## src/common/soc_map_pkg.sv

```systemverilog
package soc_map_pkg;

  // Slot index sits in address bits 29:28, just below the spare bit
  localparam int SLOT_IDX_W = 2;
  localparam int SLOT_LSB = 28;

  // Every slot index decodes to a bank
  localparam int N_SLOTS = 1 << SLOT_IDX_W;

  // Response target numbers run 0..N_SLOTS, N_SLOTS is external memory
  localparam int TGT_W = $clog2(N_SLOTS + 1);

  // 64 words per bank
  localparam int BANK_ADDR_W_DEF = 6;

  // Added to every external byte address
  localparam logic [31:0] EXT_OFFSET_DEF = 32'h0000_1000;

  // Outstanding reads tracked for in-order return
  localparam int RESP_DEPTH_DEF = 4;

endpackage

```

## src/common/soc_bus_pkg.sv

```systemverilog
package soc_bus_pkg;
  import soc_map_pkg::*;

  localparam int DATA_W = 32;
  localparam int ADDR_W = 32;
  localparam int STRB_W = DATA_W / 8;
  localparam int BYTE_OFF_W = $clog2(STRB_W);

  // Address bits between the slot index and the default word index
  localparam int INT_HI_W = SLOT_LSB - BANK_ADDR_W_DEF - BYTE_OFF_W;

  // External memory view, B bit set
  typedef struct packed {
    logic                sel;
    logic [ADDR_W-2:0]   addr;
  } ext_addr_t;

  // Internal slot view, B bit clear
  typedef struct packed {
    logic                       sel;
    logic                       spare;
    logic [SLOT_IDX_W-1:0]      slot;
    logic [INT_HI_W-1:0]        hi;
    logic [BANK_ADDR_W_DEF-1:0] word;
    logic [BYTE_OFF_W-1:0]      byte_off;
  } int_addr_t;

  // One request address, decoded either way
  typedef union packed {
    ext_addr_t ext_view;
    int_addr_t int_view;
  } bus_addr_u;

endpackage

```

## src/fabric/resp_merge.sv

```systemverilog
`timescale 1ns/1ps

module resp_merge
  import soc_bus_pkg::*;
  import soc_map_pkg::*;
#(
  parameter int RESP_DEPTH = RESP_DEPTH_DEF
) (
  input  logic              clk_i,
  input  logic              rst_n_i,
  input  logic [N_SLOTS-1:0] slot_rvalid_i,
  input  logic [DATA_W-1:0] slot_rdata_i [N_SLOTS],
  input  logic              ext_rvalid_i,
  input  logic [DATA_W-1:0] ext_rdata_i,
  input  logic              tag_push_i,
  input  logic [TGT_W-1:0]  tag_target_i,
  output logic              tags_full_o,
  output logic [TGT_W-1:0]  last_target_o,
  output logic              pending_o,
  output logic              rvalid_o,
  output logic [DATA_W-1:0] rdata_o
);

  localparam int PTR_W = (RESP_DEPTH > 1) ? $clog2(RESP_DEPTH) : 1;
  localparam int CNT_W = $clog2(RESP_DEPTH + 1);

  logic [TGT_W-1:0] tag_mem [RESP_DEPTH];
  logic [PTR_W-1:0] wr_ptr;
  logic [PTR_W-1:0] rd_ptr;
  logic [CNT_W-1:0] count;
  logic [TGT_W-1:0] head_tgt;
  logic             head_ext;
  logic             pop;

  function automatic logic [PTR_W-1:0] ptr_next(input logic [PTR_W-1:0] ptr);
    if (ptr == PTR_W'(RESP_DEPTH - 1)) begin
      return '0;
    end
    return ptr + 1'b1;
  endfunction

  assign head_tgt    = tag_mem[rd_ptr];
  assign head_ext    = (head_tgt == TGT_W'(N_SLOTS));
  assign pending_o   = (count != '0);
  assign tags_full_o = (count == CNT_W'(RESP_DEPTH));

  // Only the oldest outstanding target may answer
  always_comb begin
    if (head_ext) begin
      rvalid_o = pending_o && ext_rvalid_i;
      rdata_o  = ext_rdata_i;
    end else begin
      rvalid_o = pending_o && slot_rvalid_i[head_tgt[SLOT_IDX_W-1:0]];
      rdata_o  = slot_rdata_i[head_tgt[SLOT_IDX_W-1:0]];
    end
  end

  assign pop = rvalid_o;

  always_ff @(posedge clk_i) begin
    if (tag_push_i) begin
      tag_mem[wr_ptr] <= tag_target_i;
    end
  end

  always_ff @(posedge clk_i or negedge rst_n_i) begin
    if (!rst_n_i) begin
      wr_ptr        <= '0;
      rd_ptr        <= '0;
      count         <= '0;
      last_target_o <= '0;
    end else begin
      if (tag_push_i) begin
        wr_ptr        <= ptr_next(wr_ptr);
        last_target_o <= tag_target_i;
      end
      if (pop) begin
        rd_ptr <= ptr_next(rd_ptr);
      end
      case ({tag_push_i, pop})
        2'b10:   count <= count + 1'b1;
        2'b01:   count <= count - 1'b1;
        default: count <= count;
      endcase
    end
  end

endmodule

```

## config.mk

```make
export PLATFORM = sky130hd
export DESIGN_NAME = resp_merge
export DESIGN_NICKNAME = d
export VERILOG_FILES = /design/src/common/soc_map_pkg.sv /design/src/common/soc_bus_pkg.sv /design/src/fabric/resp_merge.sv
export SDC_FILE = /design/constraint.sdc
export NUM_CORES = 1
export LEC_CHECK = 0
export BUFFER_PORTS_ARGS = -buffer_cell sky130_fd_sc_hd__buf_2
export CORE_ASPECT_RATIO = 1.2
export CORE_MARGIN = 3
export CORE_UTILIZATION = 41
export DETAILED_ROUTE_END_ITERATION = 10
export PLACE_DENSITY_LB_ADDON = 0.25
export SYNTH_ARGS = -nofsm -noshare
export SYNTH_HDL_FRONTEND = slang
export SYNTH_SLANG_ARGS = --single-unit
```

## constraint.sdc

```tcl
create_clock -name clk_i -period 5.3 [get_ports clk_i]
set_clock_uncertainty 0.15 [all_clocks]
set_input_delay 0.265 -clock clk_i [delete_from_list [all_inputs] [get_ports clk_i]]
set_output_delay 0.265 -clock clk_i [all_outputs]
set_load 0.01 [all_outputs]
```

# Word level (Yosys, flattened, before mapping)
# Memories as Yosys holds them, arrays and structs flattened.
# Cells that the tools add are included.
# word_totals
inputBits,171
ramBits,12
regBits,10
n_memories,1
output_inout_bits,38
wordCells,40
# mem_list
name,depth,word_bits,rd,rd_ports_with_merged_regs,write_ports,line,source
tag_mem,4,3,1,0,1,resp_merge.sv:27,logic [TGT_W-1:0] tag_mem [RESP_DEPTH];
# classes
bitwise,1
muxes,18
addsub,4
eq_ne,6
magnitude_cmp,2
n_reduce_logical,4
# ops
op,count
two-way mux 32 bit,3
binary-select mux 32 bit (select 2 bit),1
two-way mux 1 bit,8
two-way mux 2 bit,4
== test 2 bit (second input constant),3
== test 3 bit (second input constant),2
case mux 3 bit (2 select lines),1
adder 2 x 1 -> 2 bit (second input constant),2
adder 3 x 1 -> 3 bit (second input constant),1
greater-or-equal comparator 3 bit (second input constant),1
less-than comparator 2 x 3 -> 1 bit (second input constant),1
inverter 2 -> 3 bit,1
nonzero test 3 bit,1
subtractor 3 x 1 -> 3 bit (second input constant),1
binary-select mux 1 bit (select 2 bit),1
== test 2 x 1 -> 1 bit (second input constant),1
logical AND 1 bit,2
nonzero test 2 bit,1

# Depth between registers and ports, before layout
# An unclocked memory read counts as a cell.
# depth
depth_word,7
ltp_mapped,12
depth_no_buf,10

# Least setup slack after synthesis
# Ideal clock, no wire load.
# synth_timing
path_kind,register to register
start,reg rd_ptr[0]
end,reg count[2]
period_less_slack_ns,2.896
required_time_ns,5.025
setup_slack_ns,2.404
arrival_ns,2.621
stages_incl_launch_ff,13
path_buffers,2
setup_ns,0.125
path_cell_list,dfrtp_1 buf_6 mux4_2 buf_6 mux2i_1 nand2_1 a21oi_1 inv_1 ha_1 fa_1 xnor2_1 nor2_1 xor2_1
# synth_between
elab_chain_cells,7
elab_cells_between_ends,10
cone_classes,eq/ne (3); mux (4); reduce/logical (2); memory (1)
# synth_rtl
item,line,source
"start, declared",resp_merge.sv:29,logic [PTR_W-1:0] rd_ptr;
"start signal, assigned",resp_merge.sv:78,rd_ptr <= ptr_next(rd_ptr);
memory (4 x 3 bit) *,n/a,
binary-select mux 1 bit (select 2 bit),resp_merge.sv:53,rvalid_o = pending_o && slot_rvalid_i[head_tgt[SLOT_IDX_W-1:0]];
two-way mux 1 bit (implied by the code),resp_merge.sv:53,
logical AND 1 bit,resp_merge.sv:53,
two-way mux 1 bit *,resp_merge.sv:49,if (head_ext) begin
named net rvalid_o,resp_merge.sv:20,"output logic rvalid_o,"
== test 2 x 1 -> 1 bit / == test 2 bit (equally long branches),resp_merge.sv:80,"case ({tag_push_i, pop})"
case mux 3 bit (2 select lines) / nonzero test 2 bit (equally long branches),n/a,
"end signal, assigned",resp_merge.sv:81,2'b10: count <= count + 1'b1;
"end signal, assigned",resp_merge.sv:82,2'b01: count <= count - 1'b1;
"end signal, assigned",resp_merge.sv:83,default: count <= count;
"end, declared",resp_merge.sv:30,logic [CNT_W-1:0] count;
# The timed path passes the listed nets; every way through them passes the cells marked *. The select of a mux whose other input is x is not followed.
# A chain may end at the register's enable or synchronous reset.

# Final worst setup path
# layout_timing
start,reg rd_ptr[0]
end,reg count[2]
# layout_between
elab_chain_cells,7
elab_cells_between_ends,10
cone_classes,eq/ne (3); mux (4); reduce/logical (2); memory (1)
# layout_rtl
item,line
memory (4 x 3 bit) *,n/a
binary-select mux 1 bit (select 2 bit),resp_merge.sv:53
two-way mux 1 bit (implied by the code),resp_merge.sv:53
logical AND 1 bit,resp_merge.sv:53
two-way mux 1 bit *,resp_merge.sv:49
== test 2 x 1 -> 1 bit / == test 2 bit (equally long branches),resp_merge.sv:80
case mux 3 bit (2 select lines) / nonzero test 2 bit (equally long branches),n/a
# Mark *: on every way between the ends. The rest lies on a longest branch, timed or not. The select of a mux whose other input is x is not followed.

==> impl_summary.log <==
INFO  metric vdd.ir_drop.worst = 0.5210 mV
INFO  metric detail_route.drc_violations = 0
INFO  metric required_time_at_the_endpoint_of_the_critical_path = approximately 5.3 ns
INFO  metric numCtsBuffers = 3
INFO  metric final_util = 63.64%
INFO  metric timing.setup.critical_path_class = reg -> reg
INFO  metric route.detailed.wl_per_inst = approximately 20 um
INFO  metric clock_tree.htree_level_count = 1
INFO  metric cp-start-kind = flip-flop
INFO  metric setup_tns = 0 ns
INFO  metric met2_track_utilization_from_global_routing = 39.22%
INFO  metric total_grt_usage = 23.85%
INFO  metric power.leakage = ~1.7 nW
INFO  metric synthesized_flop_and_latch_total = 22
INFO  metric timing.critical_path.arrival = 3.62 ns
INFO  metric die_height = 88.78 um
INFO  metric grt_use_met1 = 29.96%
INFO  metric layout-area-overhead-vs-synth = 46.98%
INFO  metric design_power_total = 0.001804 W
INFO  metric global_route.usage.met3 = 7.614%
INFO  metric fin_nets = 530
INFO  metric post_layout_nonfiller_instances = 415
INFO  metric placedCellCount = 408
INFO  metric yosys_warnings = 0
INFO  metric tritoncts_clock_tree = done
INFO  metric clkLatencyLatePin = 0.26 ns
INFO  metric commonest_non_fill_non_tap_cells_in_the_layout = buf_2, mux4_2, mux2_4
INFO  metric ctsResizeCount = 0
INFO  metric timing.critical_path.to_type = flip-flop
INFO  metric synth_largest_type_area_fraction = about a third
INFO  metric synth_top_cell_by_area = mux4_2
INFO  metric synth_area_leaders = mux4_2, mux2_4, edfxtp_1
INFO  metric min_path_type = in -> reg
INFO  metric antenna_found_initial = 4
INFO  metric count_of_endpoints_failing_setup_in_the_final_report = 0
INFO  metric placementRows = 29
INFO  metric grt_pass1_vias = ~2300
INFO  metric dr.first_iter.drc_count = 72
INFO  metric hpwl = 7310 um
INFO  metric final.period_utilization = between 60% and 70%
INFO  metric slew_headroom = about 29%
INFO  metric drt_pre_antenna_iters = 4
INFO  metric gp_congestion = 0.8486
INFO  metric cts.clk_slew.worst_paths = 0.08 ns
INFO  metric post_synthesis_cell_area = 2341 um2
INFO  metric post-route-min-period = 3.625 ns
INFO  metric die-area = 6656 um2
INFO  metric syn-mean-instance-area = 15.61 um2
INFO  metric pwr_density_cell = about 520 nW/um2
INFO  metric postCtsSetupRepairBufs = 0
INFO  metric floorplan.initialDensity = between 40% and 50%
INFO  metric tritoncts_num_sinks = 22
INFO  metric fp.coreArea = 5406 um2
INFO  metric gr-total-overflow = 0
INFO  metric yosysUniqueCellTypes = 28
INFO  metric worstPathCellList = mux4_2 > mux2i_1 > nand2_1 > a21oi_1 > inv_1 > ha_1 > fa_1 > xnor2_1 > nor2_1 > xor2_1
INFO  metric cap_violations = 0
INFO  metric mostFrequentLayoutCell = buf_2
INFO  metric ctsRootBufferMaster = clkbuf_8
INFO  metric slew_viol_final = 0
INFO  metric achievable-frequency = 275.9 MHz
INFO  metric grt_first_pass_wirelength = 11790 um
INFO  metric post_route_cells_drive_above_1_share = 81.20%
INFO  metric timing.critical_path.slowest_stage_cell = mux4_2
INFO  metric maximum_number_of_pins_on_one_net_before_global_route_repair = 35
INFO  metric worst_stage_delay_on_the_critical_path = 1.13 ns
INFO  metric chipWidth = 74.98 um
INFO  metric vias = approximately 2200
INFO  metric cts_hold_repair.buffers = 1
INFO  metric rsz0062_at_grt = false
INFO  metric via_per_inst = 5.333
INFO  metric worst-path-max-fanout = 34
INFO  metric num_io_pins = 209
INFO  metric portBuffers = 208
INFO  metric synth_net_count = 328
INFO  metric worst_slew_pin_slew = 1.063 ns
INFO  metric synth_seq_area_share = 26.08%
INFO  metric cts-root-to-sink-buffers = 2
INFO  metric routed_wirelength = 8397 um
INFO  metric synthesis.instances = 150
INFO  metric grt_busiest_layer = met2
INFO  metric report.final.hold_viol_count = 0
INFO  metric run_status = completed
INFO  metric ant_nets = 0
==> final cells by class <==
| cell class | count | area, um2 |
|---|---|---|
| repair buffers | 210 | 1059 |
| inverters | 4 | 15.01 |
| flip-flops and latches | 22 | 610.6 |
| clock buffers | 3 | 41.29 |
| multi-input cells | 111 | 1603 |
| clock inverters | 1 | 30.03 |
| well taps | 62 | 77.57 |
| fillers | 453 | 1966 |
| diodes | 2 | 5.005 |
==> cells by family (layout without fill, tap and decap cells) <==
group / after synthesis / in the layout / synth area share [%]
muxes: 78 / 78 / 57.56
DFF: 22 / 22 / 26.08
other: 0 / 2 / 0
AOI/OAI and AO/OA: 7 / 7 / 1.924
buffers and inverters: 17 / 218 / 5.451
xor gates and xnor gates: 3 / 3 / 1.123
and+or+nand+nor: 16 / 16 / 3.794
adders and majority gates: 7 / 7 / 4.062
==> through the flow <==
step / instance area [um2] / setup WS, ns / hold WS [ns]
after floorplan: 2341 / 2.404 / -0.1806
after global placement: 3354 / 1.747 / -0.01079
after detailed placement: 3354 / 1.636 / -0.006204
after CTS: 3436 / 1.626 / 0.08120
after global routing: 3441 / 1.422 / 0.08583
final: 3441 / 1.675 / 0.09072
==> sequential cells by signal (all words and copies together), names as in the netlist <==
register	count
count	3
last_target_o	3
rd_ptr	2
tag_mem	12
wr_ptr	2
==> path summary, 6_finish.rpt <==
kind                            startpoint             to  slack [ns]  cells after the start
min in group asynchronous          rst_n_i      wr_ptr[0]        0.24                      2
max reg2reg                      rd_ptr[0]       count[2]        1.67                     10
min                        tag_target_i[1]  tag_mem[0][1]        0.09                      1
max                              rd_ptr[0]       count[2]        1.67                     10
max in group asynchronous          rst_n_i      rd_ptr[1]        4.57                      2
min reg2reg                       count[2]       count[2]        0.34                      1
==> routing by layer <==
metal	share of wire, %	up-vias	routed length, um
met1	37	1048	3143
li1	-	1016	-
met2	49	129	4089
met3	12	16	971
met5	0.32	-	27
met4	2.0	4	165
==> Yosys cell counts <==
cell,instances
nand3_1,1
o211a_1,1
inv_1,4
fa_1,1
xnor2_1,2
mux4_2,33
dfrtp_1,10
buf_1,1
buf_8,1
buf_6,2
nor3b_1,2
nand2_1,3
o311a_1,1
or3_1,2
mux2_4,28
ha_1,6
edfxtp_1,12
a21oi_1,1
xor2_1,1
nor2_1,3
o21ai_0,4
mux2i_1,6
and3b_1,1
mux2_2,11
and2_1,4
buf_2,4
buf_12,2
clkbuf_1,3
==> critical path, delay by kind of cell, from the launching register on <==
| kind | cells | cell delay (ns) |
|---|---|---|
| buffers and inverters | 1 | 0.10 |
| multiplexers | 2 | 1.40 |
| AND/OR/NAND/NOR | 2 | 0.13 |
| flip-flops | 1 | 0.52 |
| adder cells (fa/ha/maj) | 2 | 0.61 |
| XOR/XNOR | 2 | 0.30 |
| AO/OA/AOI/OAI | 1 | 0.28 |
==> where the power goes <==
part / total [W] / internal (W) / switching [W]
registers: 0.000276 / 0.000229 / 0.0000471
logic: 0.00137 / 0.000761 / 0.000613
clock network: 0.000153 / 0.000101 / 0.0000518
total: 0.00180 / 0.00109 / 0.000712
Power figures use the tool's default switching activity.
